`src/design/copyPkg.sv`:
```
package copyPkg;

    // What kind of bus cycle the generator shapes
    typedef enum logic [1:0] {
        cycCommand,  // CLE cycle
        cycAddress,  // ALE cycle
        cycCopyByte  // Read A and write B in one go
    } cycleKindE;

    // Which chips see the cycle
    typedef enum logic {
        selBoth,
        selB         // A stays quiet
    } chipSelE;

    typedef enum logic [3:0] {
        stIdle,
        stCommand,
        stColumn,
        stPageLow,
        stPageHigh,
        stWaitReadReady,
        stCopy,
        stConfirm,
        stWaitProgBusy,
        stWaitProgReady,
        stDone
    } copyStateE;

endpackage

```
`src/design/flashPkg.sv`:
```
package flashPkg;

    // One byte on the flash IO bus
    typedef logic [7:0] ioByteT;

    // Opcodes sent in command latch cycles
    typedef enum ioByteT {
        cmdRead           = 8'h00, // Page read setup
        cmdProgram        = 8'h80, // Serial data input
        cmdProgramConfirm = 8'h10  // Starts the page program
    } flashCmdE;

    // Every copy starts at the first byte of the page
    localparam ioByteT ColumnStart = 8'h00;

endpackage

```
`src/design/flashCycleIf.sv`:
```
`timescale 1ns/1ns

interface flashCycleIf;
    import flashPkg::*;
    import copyPkg::*;

    logic      start;     // One clock pulse per request
    cycleKindE kind;
    chipSelE   chips;
    ioByteT    byteA;     // Byte for chip A in command and address cycles
    ioByteT    byteB;     // Byte for chip B in command and address cycles
    logic      cycleDone; // High in the last clock of the cycle

    modport seq (
        output start, kind, chips, byteA, byteB,
        input  cycleDone
    );

    modport gen (
        input  start, kind, chips, byteA, byteB,
        output cycleDone
    );

endinterface

```
`src/design/copySequencer.sv`:
```
`timescale 1ns/1ns

module copySequencer #(
    parameter int PageCount = 512,
    parameter int PageBytes = 512
) (
    input  logic     clk,
    input  logic     rst,
    input  logic     rbA,
    input  logic     rbB,
    output logic     done,
    flashCycleIf.seq cyc
);
    import flashPkg::*;
    import copyPkg::*;

    localparam int PageW = (PageCount > 1) ? $clog2(PageCount) : 1;
    localparam int ByteW = (PageBytes > 1) ? $clog2(PageBytes) : 1;
    localparam logic [PageW-1:0] LastPage = PageW'(PageCount - 1);
    localparam logic [ByteW-1:0] LastByte = ByteW'(PageBytes - 1);

    copyStateE        state;
    copyStateE        stateNext;
    logic [PageW-1:0] pageCnt;
    logic [ByteW-1:0] byteCnt;
    logic [15:0]      pageAddr;  // Row address as sent in two cycles
    logic             issue;     // Request a new bus cycle this clock
    cycleKindE        kindNext;
    chipSelE          chipsNext;
    ioByteT           byteANext;
    ioByteT           byteBNext;

    assign pageAddr = 16'(pageCnt);

    // Next state and the bus cycle that goes with entering it
    always_comb begin
        stateNext = state;
        issue     = 1'b0;
        kindNext  = cycCommand;
        chipsNext = selBoth;
        byteANext = cmdRead;     // Read setup on A
        byteBNext = cmdProgram;  // Data input on B, same cycle
        case (state)
            stIdle: begin
                issue     = 1'b1;
                stateNext = stCommand;
            end
            stCommand: begin
                if (cyc.cycleDone) begin
                    issue     = 1'b1;
                    kindNext  = cycAddress;
                    byteANext = ColumnStart;
                    byteBNext = ColumnStart;
                    stateNext = stColumn;
                end
            end
            stColumn: begin
                if (cyc.cycleDone) begin
                    issue     = 1'b1;
                    kindNext  = cycAddress;
                    byteANext = pageAddr[7:0];
                    byteBNext = pageAddr[7:0];
                    stateNext = stPageLow;
                end
            end
            stPageLow: begin
                if (cyc.cycleDone) begin
                    issue     = 1'b1;
                    kindNext  = cycAddress;
                    byteANext = pageAddr[15:8];
                    byteBNext = pageAddr[15:8];
                    stateNext = stPageHigh;
                end
            end
            stPageHigh: begin
                if (cyc.cycleDone) begin
                    stateNext = stWaitReadReady;
                end
            end
            stWaitReadReady: begin
                if (rbA) begin  // A has the page in its register
                    issue     = 1'b1;
                    kindNext  = cycCopyByte;
                    stateNext = stCopy;
                end
            end
            stCopy: begin
                if (cyc.cycleDone) begin
                    issue = 1'b1;
                    if (byteCnt == LastByte) begin
                        chipsNext = selB;
                        byteBNext = cmdProgramConfirm;
                        stateNext = stConfirm;
                    end else begin
                        kindNext = cycCopyByte;
                    end
                end
            end
            stConfirm: begin
                if (cyc.cycleDone) begin
                    stateNext = stWaitProgBusy;
                end
            end
            stWaitProgBusy: begin
                if (!rbB) begin
                    stateNext = stWaitProgReady;
                end
            end
            stWaitProgReady: begin
                if (rbB) begin
                    if (pageCnt == LastPage) begin
                        stateNext = stDone;
                    end else begin
                        issue     = 1'b1;  // Next page starts with the command pair
                        stateNext = stCommand;
                    end
                end
            end
            stDone: begin
                stateNext = stDone;
            end
            default: begin
                stateNext = stIdle;
            end
        endcase
    end

    always_ff @(posedge clk) begin
        if (rst) begin
            state     <= stIdle;
            pageCnt   <= '0;
            byteCnt   <= '0;
            done      <= 1'b0;
            cyc.start <= 1'b0;
        end else begin
            state     <= stateNext;
            cyc.start <= issue;
            if (state == stWaitReadReady) begin
                byteCnt <= '0;
            end else if (state == stCopy && cyc.cycleDone) begin
                byteCnt <= byteCnt + 1'b1;
            end
            if (state == stWaitProgReady && rbB && pageCnt != LastPage) begin
                pageCnt <= pageCnt + 1'b1;
            end
            if (stateNext == stDone) begin
                done <= 1'b1;  // Held until reset
            end
        end
    end

    // Request fields, valid while start is high
    always_ff @(posedge clk) begin
        if (issue) begin
            cyc.kind  <= kindNext;
            cyc.chips <= chipsNext;
            cyc.byteA <= byteANext;
            cyc.byteB <= byteBNext;
        end
    end

endmodule

```
`src/flat_wrapper.sv`:
```
// flat-port wrapper written by rule: the top's interface ports become plain ports
module copySequencer_flat import flashPkg::*; import copyPkg::*;
#(
    parameter int PageCount = 512,
    parameter int PageBytes = 512
)
  (clk, rst, rbA, rbB, done, cyc_start, cyc_kind, cyc_chips, cyc_byteA, cyc_byteB, cyc_cycleDone);
  flashCycleIf cyc_i ();
  input  logic clk;
  input  logic rst;
  input  logic rbA;
  input  logic rbB;
  output logic done;
  output wire logic [$bits(cyc_i.start)-1:0] cyc_start;
  output wire logic [$bits(cyc_i.kind)-1:0] cyc_kind;
  output wire logic [$bits(cyc_i.chips)-1:0] cyc_chips;
  output wire logic [$bits(cyc_i.byteA)-1:0] cyc_byteA;
  output wire logic [$bits(cyc_i.byteB)-1:0] cyc_byteB;
  input wire logic [$bits(cyc_i.cycleDone)-1:0] cyc_cycleDone;
  assign cyc_start = cyc_i.start;
  assign cyc_kind = cyc_i.kind;
  assign cyc_chips = cyc_i.chips;
  assign cyc_byteA = cyc_i.byteA;
  assign cyc_byteB = cyc_i.byteB;
  assign cyc_i.cycleDone = cyc_cycleDone;
  copySequencer #(.PageCount(PageCount), .PageBytes(PageBytes)) u_core (.clk(clk), .rst(rst), .rbA(rbA), .rbB(rbB), .done(done), .cyc(cyc_i));
endmodule
```
`config.mk`:
```
export PLATFORM = sky130hd
export DESIGN_NAME = copySequencer_flat
export DESIGN_NICKNAME = d
export VERILOG_FILES = /design/src/design/copyPkg.sv /design/src/design/flashPkg.sv /design/src/design/flashCycleIf.sv /design/src/design/copySequencer.sv /design/src/flat_wrapper.sv
export SDC_FILE = /design/constraint.sdc
export NUM_CORES = 1
export LEC_CHECK = 0
export BUFFER_PORTS_ARGS = -buffer_cell sky130_fd_sc_hd__buf_2
export CAP_MARGIN = 0
export CORE_MARGIN = 2
export CORE_UTILIZATION = 40
export DETAILED_ROUTE_END_ITERATION = 8
export PLACE_DENSITY = 0.65
export RECOVER_POWER = 100
export SLEW_MARGIN = 15
export SYNTH_ARGS = -nofsm -noshare
export SYNTH_HDL_FRONTEND = slang
export SYNTH_SLANG_ARGS = --single-unit
```
`constraint.sdc`:
```
create_clock -name clk -period 2.5 [get_ports clk]
set_input_delay 0.75 -clock clk [delete_from_list [all_inputs] [get_ports clk]]
set_output_delay 0.75 -clock clk [all_outputs]
set_load 0.01 [all_outputs]
```
==> out/metrics.yaml <==
outcome:
  status: "finished, final reports clean"
floorplan:
  dieArea_um2: 5627
  initial_utilization_pct: 42.14
  die_x_um: 75.01
  dieHeight_um: 75.01
  io_pins: 26
  num_rows: 25
  core-area_um2: 4786
critical_path:
  crit_chain: "ha_1 > nand3_1 > nor2_1 > ha_1 > nand2b_1 > or2_0 > nand2_1 > buf_4"
  slowest_stage: "or2_0"
  setup.worst_path.class: "register to register"
  critPathMaxFanout: 19
  crit_path_end_kind: "register"
  cp.arrival_ns: 2.20
  max_stage_delay_ns: 0.38
  crit_top_cell: "ha_1"
  cp-start-kind: "register"
  required_ns: 2.48
final_layout:
  area_growth_pct: 12.22
  nNetsFinal: 234
  insertedDiodeCount: 0
  drive_above_1_share_pct: 5.752
  fin_util_pct: 47.29
  fill_cells: 490
clock_tree:
  cts_resized: 0
  post_cts_buffers: 0
  cts_root_buf: "clkbuf_8"
  cts_hold_buf: 0
  cts_made_buffers: 5
  cts.path.max_buffers: 2
  cts_tree: "done"
  cts_max_level: 2
  clk_pin_slew_ns: 0.08
  clock_sinks: 43
  clk_latency_ns: 0.29
routing:
  drtIter0Drc: 131
  ant_nets: 0
  dr.pass1.iters: 4
  drc: 0
  wl_per_cell_um: 12.28
  drt_wl_total_mm: 3.597
  vias: 1446
  via_per_inst: 4.935
logic_synthesis:
  async_reset_ff_share_pct: 0
  syn_nets: 211
  yosys_register_bits: 43
  synthCells: 202
  synth_seq_area_share_pct: 52.11
  synth_edf_count: 19
  syn_avg_cell_area_um2: 9.985
  ys.flop_type: "dfxtp_1"
  yosysWarnings: 0
  syn_area_um2: 2017
  synth_cell_types: 45
power:
  switching_share_pct: 23.24
  ir_worst_vdd_mv: 0.2897
  p_switching_mw: 0.3369
  p_int_mw: 1.113
  p_comb_share_pct: 8.4
  p_leak_nw: 0.8278
  power.density_nw_per_um2: 640.7
  clkPwrFrac_pct: 36.7
  pwr-share-seq_pct: 54.9
grt:
  grt_usage_pct: 13.86
  grt_max_degree: 20
  grt-ovfl-total: 0
  grt_pass1_wl_mm: 5.934
  grt_pass1_vias: 1275
  grt_antenna_before_repair: 0
placed_design:
  place_ws_ns: 0.3373
  port_buffers: 25
  dpl.hpwl_mm: 2.507
  gp_congestion: 0.7973
timing:
  setup_violations: 0
  setup_ws_ns: 0.2785
  worst_pin_slew_ns: 0.6103
  slew_headroom_pct: 59.00
  hold_slack_ns: 0.4932
  fin_skew_ns: 0.004116
  max_freq_mhz: 450.1
  drv_slew: 0
  setup_tns_ns: 0
  fin_crit_ns: 2.222
  final-hold-violation-count: 0
  finalCritPeriodShare_pct: 88.86
  rsz0062_at_grt: "no"
flow_run:
  cap_violations: 0
min_path:
  min_path_type: "register to register"
power groups by stage:
stage | Combinational (mW) | Sequential (mW) | Clock [mW]
6_report | 0.121 | 0.796 | 0.532
5_1_grt | 0.135 | 0.803 | 0.585
4_1_cts | 0.133 | 0.795 | 0.548
3_5_place_dp | 0.132 | 0.812 | 0
3_3_place_gp | 0.131 | 0.811 | 0
2_1_floorplan | 0.0717 | 0.822 | 0
worst max-delay path, delay by kind of cell (launching register included):
family,cells,cell delay (ns)
buf+inv,1,0.25
simple gates,5,0.86
fa+ha+maj,2,0.43
flops,1,0.35
stage by stage:
stage	area, um2	total power, mW	cells
after floorplan	2017	0.8940	202
after global placement	2187	0.9416	285
after detailed placement	2187	0.9433	285
after CTS	2300	1.477	293
after global routing	2263	1.522	293
final	2263	1.450	293
cell usage after synthesis (5+ instances only):
| master | count | area share [%] |
|---|---|---|
| a21oi_1 | 6 | 1.5 |
| and2_1 | 14 | 4.3 |
| dfxtp_1 | 24 | 24 |
| edfxtp_1 | 19 | 28 |
| inv_1 | 5 | 0.93 |
| mux2i_1 | 6 | 3.0 |
| nand2_1 | 16 | 3.0 |
| nand3_1 | 8 | 2.0 |
| nor2_1 | 25 | 4.7 |
| xnor2_1 | 8 | 3.5 |
| xor2_1 | 5 | 2.2 |
final timing paths:
path | depth (start not counted) | to | slack, ns | from
worst max register to register | 8 | u_core.cyc.byteB[7]$_DFFE_PP_ | 0.28 | u_core.pageCnt[0]$_SDFFE_PP0P_
worst min-delay path | 1 | u_core.done$_SDFFE_PP0N_ | 0.49 | u_core.done$_SDFFE_PP0N_
worst max-delay path | 8 | u_core.cyc.byteB[7]$_DFFE_PP_ | 0.28 | u_core.pageCnt[0]$_SDFFE_PP0P_
worst min register to register | 1 | u_core.done$_SDFFE_PP0N_ | 0.49 | u_core.done$_SDFFE_PP0N_
cells by family after synthesis:
logic type                 Yosys count  synth area share [%]
and+or+nand+nor                     95                 24.75
muxes                                6                 2.978
buffers and inverters               17                 3.970
xor gates and xnor gates            13                 5.645
adders and majority gates            4                 2.481
AOI/OAI and AO/OA                   24                 8.065
DFF                                 43                 52.11
metal layers:
layer  GRT usage (%)  wire, um
met1           20.20      1796
met5               0         0
met4           4.167        44
met2           20.27      1571
met3           3.614       183
state kept, by name (all words and copies together), names as in the netlist:
name,flops
u_core.state,4
u_core.cyc.byteA,8
u_core.done,1
u_core.cyc.byteB,8
u_core.cyc.start,1
u_core.cyc.chips,1
u_core.pageCnt,9
u_core.cyc.kind,2
u_core.byteCnt,9
placed cells by master (no fill, tap or decap), drive strengths merged, types with 2 or more instances in the layout:
| cell type | instances |
|---|---|
| inv | 5 |
| nor3 | 5 |
| and3 | 2 |
| o21ai | 3 |
| ha | 4 |
| clkinv | 2 |
| or4 | 2 |
| and2 | 14 |
| xnor2 | 8 |
| nand2b | 2 |
| nand4 | 4 |
| nor2b | 4 |
| xor2 | 5 |
| nor2 | 25 |
| dfxtp | 24 |
| nand3 | 8 |
| nor3b | 3 |
| nand2 | 16 |
| nor4 | 3 |
| o22ai | 2 |
| edfxtp | 19 |
| buf | 5 |
| a21oi | 6 |
| clkbuf | 28 |
| mux2i | 6 |
| o211ai | 2 |
| a22o | 2 |
| a21o | 2 |
final cells by class:
cell class	count	area, um2	area share, %
Sequential cell	43	1051	46.43
Multi-Input combinational cell	142	880.8	38.92
Timing Repair Buffer	28	116.4	5.141
Tap cell	67	83.83	3.704
Clock buffer	5	68.82	3.040
Clock inverter	3	43.79	1.935
Inverter	5	18.77	0.8292
No activity file was read; power rests on OpenSTA's default activity.
