<file path="src/design/copyPkg.sv">
package copyPkg;

    // What kind of bus cycle the generator shapes
    typedef enum logic [1:0] {
        cycCommand,  // CLE cycle
        cycAddress,  // ALE cycle
        cycCopyByte  // Read A and write B in one go
    } cycleKindE;

    // Which chips see the cycle
    typedef enum logic {
        selBoth,
        selB         // A stays quiet
    } chipSelE;

    typedef enum logic [3:0] {
        stIdle,
        stCommand,
        stColumn,
        stPageLow,
        stPageHigh,
        stWaitReadReady,
        stCopy,
        stConfirm,
        stWaitProgBusy,
        stWaitProgReady,
        stDone
    } copyStateE;

endpackage

</file>
<file path="src/design/flashPkg.sv">
package flashPkg;

    // One byte on the flash IO bus
    typedef logic [7:0] ioByteT;

    // Opcodes sent in command latch cycles
    typedef enum ioByteT {
        cmdRead           = 8'h00, // Page read setup
        cmdProgram        = 8'h80, // Serial data input
        cmdProgramConfirm = 8'h10  // Starts the page program
    } flashCmdE;

    // Every copy starts at the first byte of the page
    localparam ioByteT ColumnStart = 8'h00;

endpackage

</file>
<file path="src/design/flashCycleIf.sv">
`timescale 1ns/1ns

interface flashCycleIf;
    import flashPkg::*;
    import copyPkg::*;

    logic      start;     // One clock pulse per request
    cycleKindE kind;
    chipSelE   chips;
    ioByteT    byteA;     // Byte for chip A in command and address cycles
    ioByteT    byteB;     // Byte for chip B in command and address cycles
    logic      cycleDone; // High in the last clock of the cycle

    modport seq (
        output start, kind, chips, byteA, byteB,
        input  cycleDone
    );

    modport gen (
        input  start, kind, chips, byteA, byteB,
        output cycleDone
    );

endinterface

</file>
<file path="src/design/flashCycleGen.sv">
`timescale 1ns/1ns

module flashCycleGen (
    input  logic            clk,
    input  logic            rst,
    flashCycleIf.gen        cyc,
    input  flashPkg::ioByteT ioAIn,
    output flashPkg::ioByteT ioAOut,
    output flashPkg::ioByteT ioBOut,
    output logic            driveA,
    output logic            driveB,
    output logic            cleA,
    output logic            aleA,
    output logic            renA,
    output logic            wenA,
    output logic            cleB,
    output logic            aleB,
    output logic            renB,
    output logic            wenB
);
    import copyPkg::*;

    logic [1:0] phase;      // 0 idle, then 1 to 3 within a cycle
    logic [1:0] phaseNext;
    logic [1:0] lastPhase;
    cycleKindE  kindQ;
    cycleKindE  kindNow;
    chipSelE    chipsQ;
    chipSelE    chipsNow;
    logic       busCle;
    logic       busAle;
    logic       busWen;

    // A new request takes effect in the same clock it arrives
    assign kindNow   = cyc.start ? cyc.kind : kindQ;
    assign chipsNow  = cyc.start ? cyc.chips : chipsQ;
    assign lastPhase = (kindQ == cycCopyByte) ? 2'd3 : 2'd2;

    always_comb begin
        if (cyc.start) begin
            phaseNext = 2'd1;
        end else if (phase == 2'd0 || phase == lastPhase) begin
            phaseNext = 2'd0;
        end else begin
            phaseNext = phase + 2'd1;
        end
    end

    assign busCle = (kindNow == cycCommand);
    assign busAle = (kindNow == cycAddress);
    assign busWen = (phaseNext == 2'd2);  // Rising WEN latches the byte

    always_ff @(posedge clk) begin
        if (rst) begin
            phase         <= 2'd0;
            cyc.cycleDone <= 1'b0;
            driveA        <= 1'b0;
            driveB        <= 1'b0;
            {cleA, aleA, renA, wenA} <= 4'b0011;
            {cleB, aleB, renB, wenB} <= 4'b0011;
        end else begin
            phase         <= phaseNext;
            cyc.cycleDone <= 1'b0;
            driveA        <= 1'b0;  // Idle unless a phase says otherwise
            driveB        <= 1'b0;
            {cleA, aleA, renA, wenA} <= 4'b0011;
            {cleB, aleB, renB, wenB} <= 4'b0011;
            if (phaseNext != 2'd0) begin
                if (kindNow == cycCopyByte) begin
                    case (phaseNext)
                        2'd1: begin
                            renA <= 1'b0;  // A drives its next byte
                        end
                        2'd2: begin
                            wenB   <= 1'b0;
                            driveB <= 1'b1;
                        end
                        default: begin
                            driveB        <= 1'b1;
                            cyc.cycleDone <= 1'b1;
                        end
                    endcase
                end else begin
                    {cleB, aleB, wenB} <= {busCle, busAle, busWen};
                    driveB             <= 1'b1;
                    if (chipsNow == selBoth) begin
                        {cleA, aleA, wenA} <= {busCle, busAle, busWen};
                        driveA             <= 1'b1;
                    end
                    cyc.cycleDone <= (phaseNext == 2'd2);
                end
            end
        end
    end

    // Latched request and data bytes
    always_ff @(posedge clk) begin
        if (cyc.start) begin
            kindQ  <= cyc.kind;
            chipsQ <= cyc.chips;
            ioAOut <= cyc.byteA;
            ioBOut <= cyc.byteB;
        end else if (phase == 2'd1 && kindQ == cycCopyByte) begin
            ioBOut <= ioAIn;  // Byte from A, held for the B write
        end
    end

endmodule

</file>
<file path="src/flat_wrapper.sv">
// flat-port wrapper written by rule: the top's interface ports become plain ports
module flashCycleGen_flat import copyPkg::*;
  (clk, rst, ioAIn, ioAOut, ioBOut, driveA, driveB, cleA, aleA, renA, wenA, cleB, aleB, renB, wenB, cyc_start, cyc_kind, cyc_chips, cyc_byteA, cyc_byteB, cyc_cycleDone);
  flashCycleIf cyc_i ();
  input  logic clk;
  input  logic rst;
  input  flashPkg::ioByteT ioAIn;
  output flashPkg::ioByteT ioAOut;
  output flashPkg::ioByteT ioBOut;
  output logic driveA;
  output logic driveB;
  output logic cleA;
  output logic aleA;
  output logic renA;
  output logic wenA;
  output logic cleB;
  output logic aleB;
  output logic renB;
  output logic wenB;
  input wire logic [$bits(cyc_i.start)-1:0] cyc_start;
  input wire logic [$bits(cyc_i.kind)-1:0] cyc_kind;
  input wire logic [$bits(cyc_i.chips)-1:0] cyc_chips;
  input wire logic [$bits(cyc_i.byteA)-1:0] cyc_byteA;
  input wire logic [$bits(cyc_i.byteB)-1:0] cyc_byteB;
  output wire logic [$bits(cyc_i.cycleDone)-1:0] cyc_cycleDone;
  assign cyc_i.start = cyc_start;
  assign cyc_i.kind = cyc_kind;
  assign cyc_i.chips = cyc_chips;
  assign cyc_i.byteA = cyc_byteA;
  assign cyc_i.byteB = cyc_byteB;
  assign cyc_cycleDone = cyc_i.cycleDone;
  flashCycleGen u_core (.clk(clk), .rst(rst), .cyc(cyc_i), .ioAIn(ioAIn), .ioAOut(ioAOut), .ioBOut(ioBOut), .driveA(driveA), .driveB(driveB), .cleA(cleA), .aleA(aleA), .renA(renA), .wenA(wenA), .cleB(cleB), .aleB(aleB), .renB(renB), .wenB(wenB));
endmodule
</file>
<file path="config.mk">
export PLATFORM = sky130hd
export DESIGN_NAME = flashCycleGen_flat
export DESIGN_NICKNAME = d
export VERILOG_FILES = /design/src/design/copyPkg.sv /design/src/design/flashPkg.sv /design/src/design/flashCycleIf.sv /design/src/design/flashCycleGen.sv /design/src/flat_wrapper.sv
export SDC_FILE = /design/constraint.sdc
export NUM_CORES = 1
export LEC_CHECK = 0
export ABC_AREA = 1
export BUFFER_PORTS_ARGS = -buffer_cell sky130_fd_sc_hd__buf_4
export CAP_MARGIN = 20
export CELL_PAD_IN_SITES_DETAIL_PLACEMENT = 0
export CELL_PAD_IN_SITES_GLOBAL_PLACEMENT = 1
export CORE_MARGIN = 2
export CORE_UTILIZATION = 30
export CTS_CLUSTER_DIAMETER = 80
export DETAILED_ROUTE_END_ITERATION = 6
export GPL_ROUTABILITY_DRIVEN = 0
export PLACE_DENSITY = 0.68
export RECOVER_POWER = 25
export SETUP_SLACK_MARGIN = 0.4
export SLEW_MARGIN = 20
export SYNTH_ARGS = -nofsm -noshare
export SYNTH_HDL_FRONTEND = slang
export SYNTH_SLANG_ARGS = --single-unit
</file>
<file path="constraint.sdc">
create_clock -name clk -period 3.08 [get_ports clk]
set_input_delay 0.616 -clock clk [delete_from_list [all_inputs] [get_ports clk]]
set_output_delay 0.616 -clock clk [all_outputs]
set_load 0.005 [all_outputs]
</file>
==> summary.md, run 1 <==
| Metric | Value |
|---|---|
| Initial Util | between 30% and 40% |
| Post-route ant nets | 0 |
| Die area | 4600 sq um |
| Inserted Diodes | 0 |
| Initial antenna violation count | 0 |
| Largest area contributor in the netlist | edfxtp_1 |
| VDD IR max | 0.000137 V |
| Share of layout cells above drive strength 1 | 40.9% |
| WP data arrival | between 2000 and 2500 ps |
| Crit Path Max Fanout | 21 |
| Crit share post-route | 61.5% |
| Final Hold Vio Count | 0 |
| Synth Area in Simple Gates | roughly a quarter |
| Final setup TNS | 0 ps |
| Post-CTS Setup Repair Bufs | 0 |
| Largest cells by area after synthesis | edfxtp_1, dfxtp_1, nand2_1, ha_1, nand2_4 |
| Asr flop ratio synth | 0% |
| Post-synthesis sequential area ratio | about 64% |
| CP Data Required Time | ~3300 ps |
| Worst path cell trace | buf_4 > inv_1 > nand2_1 > inv_1 > ha_1 > nor2_2 > inv_1 > nor3_2 |
| Average size of a mapped cell | 10.5 sq um |
| Max-Cap Viols | 0 |
| FP Rows | 23 |
| RSZ-0062 raised after global routing | false |
| Vias per Instance | 4.14 |
| Via count | between 900 and 1,000 |
| Post-Route WL | 2550 um |
| Max incr delay on CP | 260 ps |
| Core area | about 4000 sq um |
| Xor and xnor area share after synthesis | 0% |
| P_leak | approximately 0.85 nW |
| WS Path Type | in2reg |
| CTS sink count | 31 |
| CP max stage cell | inv_1 |
| Count of cell types in the netlist | 18 |
| Main synth FF type | edfxtp_1 |
| Drt drc | 0 |
| Total track usage | around 11% |
| Synthesized instance count | about 120 |
| Critical Path End Type | flop |
| First-pass GRT wire length | 3640 um |
| HPWL Detailed | roughly 2000 um |
| Mux cell area share after synthesis | 0% |
| Hold crit path type | in2reg |
| PortBufs | 55 |
| Syn Nets | 150 |
| Most frequent cells after synthesis | nand2_1, edfxtp_1, dfxtp_1 |
| Syn. warnings | 0 |
| Area Growth Syn to Fin | 43.2% |
| Flop2flop setup slack | roughly 1300 ps |
| # resized after CTS | 0 |
| Complex-gate fraction of the synthesized area | less than 1% |
| Fin crit period | about 1900 ps |
| Root Buffer Master | clkbuf_8 |
| Post-synth EDFFs | 16 |
| F_max | approximately 0.53 GHz |
| Most frequent CP cell | inv_1 |
| Outcome | finished, final reports clean |
| Total CTS buffers | 5 |
| Largest net degree at the start of global routing | 22 |
| Grt total ovfl | 0 |
| Max Root-Sink Buffers | 2 |
| Placed inst area | about 1700 sq um |
| Nets | between 200 and 250 |
| Hold slack | approximately 520 ps |
| I/O pin cnt | 57 |
| Post-route cell area | between 1500 and 2000 sq um |
| Share of the synthesized area in the top cell type | 39.3% |
| Final setup vio count | 0 |
| Top-count cell post-synth | nand2_1 |
| Worst skew pair latency | 270 ps |
| CTS tree | yes |
| Adder-cell share of the synthesized area | 4.10% |
| Placed cells | approximately 220 |
| Non-filler cells, final | ~230 |
| Hold buffer count at cts | 0 |
| H-Tree Level Count | 2 |
| Fin util | between 40% and 50% |
| Drt first pass iters | 4 |
| Seq cells post-synth | 31 |
| Clock slew at reported path FFs | ~60 ps |
| Die Y | slightly below 70 um |
| Vias in the first global route | 824 |
| Die X-Extent | 67.8 um |
| WL/cell | 11.3 um |
| CP Launch Type | primary input |
| Largest family of logic cells by synthesized area | simple AND/OR/NAND/NOR gates |
| Worst Skew | around 4.4 ps |
| Max Slew Vio Count | 0 |
| PwrDens | roughly 500 nW/um^2 |
| DRT iter0 DRCs | 43 |
| Mapped Area | about 1200 sq um |
==> power breakdown <==
part           internal [mW]  switching [mW]
combinational         0.0642          0.0567
sequential             0.465         0.00874
clock                  0.158           0.137
total                  0.687           0.202
==> through the flow <==
step	total power, mW	setup slack, ps
after floorplan	0.534	1320
after global placement	0.606	1090
after detailed placement	0.607	1040
after CTS	0.907	1260
after global routing	0.932	983
final	0.890	1190
==> layer usage <==
metal  up-vias  part of all wire, %  global-route usage, %
met1       416                   43                   13.7
met2        34                   46                   16.7
met3         5                  8.2                   2.50
met5         -                    0                      0
met4         0                  2.1                   7.50
li1        480                    -                      -
==> state kept, by name, summed over array words and instances (netlist names) <==
name	count
u_core.aleA	1
u_core.aleB	1
u_core.chipsQ	1
u_core.cleA	1
u_core.cleB	1
u_core.cyc.cycleDone	1
u_core.driveA	1
u_core.driveB	1
u_core.ioAOut	8
u_core.ioBOut	8
u_core.kindQ	2
u_core.phase	2
u_core.renA	1
u_core.wenA	1
u_core.wenB	1
==> worst max-delay path, delay by kind of cell <==
family	cells	cell delay, ps
AND/OR/NAND/NOR	3	540
adder cells (fa/ha/maj)	1	190
buffers and inverters	4	730
==> layout make-up <==
class,count,area [sq um]
Fill cell,405,2220
Sequential cell,31,781
Timing Repair Buffer,55,413
Multi-Input combinational cell,70,367
Clock buffer,7,76.3
Tap cell,50,62.6
Inverter,12,45.0
Clock inverter,1,5.00
==> cells in the final DEF, fill, tap and decap left out, types with 5 or more instances in the layout <==
cell type / count
buf_4: 47
inv_1: 11
clkbuf_8: 5
nor2_1: 5
dfxtp_1: 15
nand2_1: 41
nand3_1: 7
edfxtp_1: 16
clkbuf_4: 8
==> cell families after synthesis <==
kind of cell	count (synthesis)
other cells	1
buf+inv	15
compound gates	2
flops	31
fa+ha+maj	4
simple gates	63
==> worst paths after layout <==
check	depth (start not counted)	start	to
hold / removal	2	rst	u_core.phase[1]
setup reg to reg	8	u_core.phase[1]	u_core.aleA
setup / recovery	8	cyc_start	u_core.aleA
hold reg to reg	2	u_core.kindQ[1]	u_core.kindQ[1]
No activity file was read; power rests on OpenSTA's default activity.
==> run 2: changes to the inputs <==
Settings changed: PLACE_DENSITY 0.68 to 0.71.
Clock period 3.08 ns to 1.72 ns, I/O delays scaled along.
==> run 2 against run 1 <==
Clock-buffer cell count fell by 1. Global-route usage rose by 1.4 points. Flip-flop and latch count is the same. Worst hold slack got worse by 270 ps. Die area stayed put. Routed wire length up 9.8%. Critical path depth did not move. Largest power group unchanged.
==> summary.md, run 2 (same netlist as run 1, synthesis figures left out) <==
| Metric | Value |
|---|---|
| Critical Path Source | u_core.phase[1] |
| Vias per Instance | 4.14 (+0.14%) |
| Max Root-Sink Buffers | 2 (unchanged) |
| Clock slew at reported path FFs | 60 ps (about the same) |
| I/O pin cnt | 57 (unchanged) |
| Worst skew pair latency | 280 ps (about the same) |
| Final WS setup | 238 ps (-948 ps) |
| Reg2reg end | u_core.aleA |
| Inserted Diodes | 0 (unchanged) |
| WS Path Type | reg2reg |
| FF-to-FF path depth | 8 (unchanged) |
| Grt total ovfl | 0 (unchanged) |
| Share of layout cells above drive strength 1 | 51.4% (+10 points) |
| Hold buffer count at cts | 0 (unchanged) |
| Commonest non-fill, non-tap cell in the layout | buf_4 |
| Dpl ws | 168 ps (-867 ps) |
| Flop2flop setup slack | 240 ps (-1050 ps) |
| Core area | 3970 sq um (unchanged) |
| Critical Path End Type | flop |
| Setup crit end | u_core.aleA |
| Worst Skew | 3.86 ps (-0.524 ps) |
| HPWL Detailed | 2070 um (+5.4%) |
| Most frequent cells in the layout | buf_4, nand2_1, edfxtp_1, dfxtp_1, clkbuf_4 |
| Final Hold Vio Count | 0 (unchanged) |
| Max-Cap Viols | 0 (unchanged) |
| CP Launch Type | flop |
| Fin util | 47.4% (+3.4 points) |
| Area Growth Syn to Fin | 54.3% |
| Via count | 957 (+2.4%) |
| CTS tree | yes |
| F_max | around 0.67 GHz |
| Final setup vio count | 0 (unchanged) |
| Drt first pass iters | 4 (unchanged) |
| Total track usage | 12.3% (+1.4 points) |
| Post-Route WL | 2800 um (+9.8%) |
| WP data arrival | 1690 ps (-400 ps) |
| Total CTS buffers | 5 (unchanged) |
| Hold crit path type | in2reg |
| First-pass GRT wire length | 4000 um (+10%) |
| Outcome | finished, final reports clean |
| VDD IR max | 0.000273 V (+99%) |
| Initial Util | 30.7% (unchanged) |
| DRT iter0 DRCs | 44 (+2.3%) |
| Crit share post-route | roughly 86% |
| Initial antenna violation count | 0 (unchanged) |
| Largest net degree at the start of global routing | 20 (-9.1%) |
| Post-route ant nets | 0 (unchanged) |
| Crit Path Max Fanout | 6 (-71%) |
| CTS sink count | 31 (unchanged) |
| Die Y | 67.8 um (unchanged) |
| Total Power | 1.81 mW (+100%) |
| P_leak | 0.885 nW (+4.6%) |
| CP Data Required Time | 1920 ps (-1360 ps) |
| Die area | 4600 sq um (unchanged) |
| H-Tree Level Count | 2 (unchanged) |
| Vias in the first global route | 906 (+10%) |
| Drt drc | 0 (unchanged) |
| WL/cell | 12.1 um (+7.5%) |
| Max Slew Vio Count | 0 (unchanged) |
| PortBufs | 55 (unchanged) |
| Die X-Extent | 67.8 um (unchanged) |
| Nets | 214 (+2.4%) |
| PwrDens | 960 nW/um^2 (+89%) |
| Final setup TNS | 0 ps (unchanged) |
| Fin crit period | roughly 1500 ps |
| Reg2Reg Launch Point | u_core.phase[1] |
| RSZ-0062 raised after global routing | true |
| Root Buffer Master | clkbuf_8 |
| FP Rows | 23 (unchanged) |
| Biggest regs | u_core.ioAOut x8, u_core.ioBOut x8 |
==> run 2: changes by cell type in the layout (fill, tap and decap cells not counted), sizes merged <==
cell    change
buf         +4
bufinv      +1
==> run 2: worst min-delay path by stage <==
stage	startpoint	end	depth (start not counted)
after floorplan	rst	u_core.phase[0]	1
after global placement	cyc_byteA[4]	u_core.ioAOut[4]	1
after detailed placement	cyc_byteA[7]	u_core.ioAOut[7]	1
after CTS	cyc_byteA[3]	u_core.ioAOut[3]	1
after global routing	rst	u_core.phase[0]	2
final	rst	u_core.phase[0]	2
==> run 2: cell type report <==
type | instances | area, sq um
Clock buffer | 6 | 82.6
Clock inverter | 2 | 35.0
Fill cell | 390 | 2090
Inverter | 12 | 45.0
Multi-Input combinational cell | 70 | 428
Sequential cell | 31 | 785
Tap cell | 50 | 62.6
Timing Repair Buffer | 60 | 447
==> run 2: critical path, stage by stage (launching register included) <==
cell	delay, ps
dfxtp_2	340
inv_2	50
ha_4	210
nor2_4	110
nand3_4	120
ha_4	190
nor2_4	130
inv_2	90
nor3_2	160
==> run 2: routing by layer <==
metal  global-route usage [%]  part of all wire, %
met1                     13.5                   39
met2                     20.6                   51
met3                     4.83                  9.7
met4                     6.25                 0.75
met5                        0                    0
==> run 2: stage by stage <==
step / cells / hold slack [ps] / instance area [sq um]
2_1_floorplan: 116 / 409 / 1240
3_3_place_gp: 219 / 524 / 1700
3_5_place_dp: 219 / 524 / 1700
4_1_cts: 230 / 227 / 1880
5_1_grt: 231 / 246 / 1880
6_report: 231 / 257 / 1880
==> run 2: where the power goes <==
part | total, mW | switching [mW] | internal [mW] | leakage (nW)
registers | 0.850 | 0.0164 | 0.833 | 0.283
logic | 0.237 | 0.112 | 0.124 | 0.541
clock network | 0.722 | 0.254 | 0.468 | 0.0612
total | 1.81 | 0.383 | 1.43 | 0.885
==> run 2: what timing repair did <==
action                                  4_1_cts  5_1_grt
gates resized for setup                       8        5
pin swaps                                     6        1
buffers inserted                              3        1
endpoints found under the setup margin       10       18
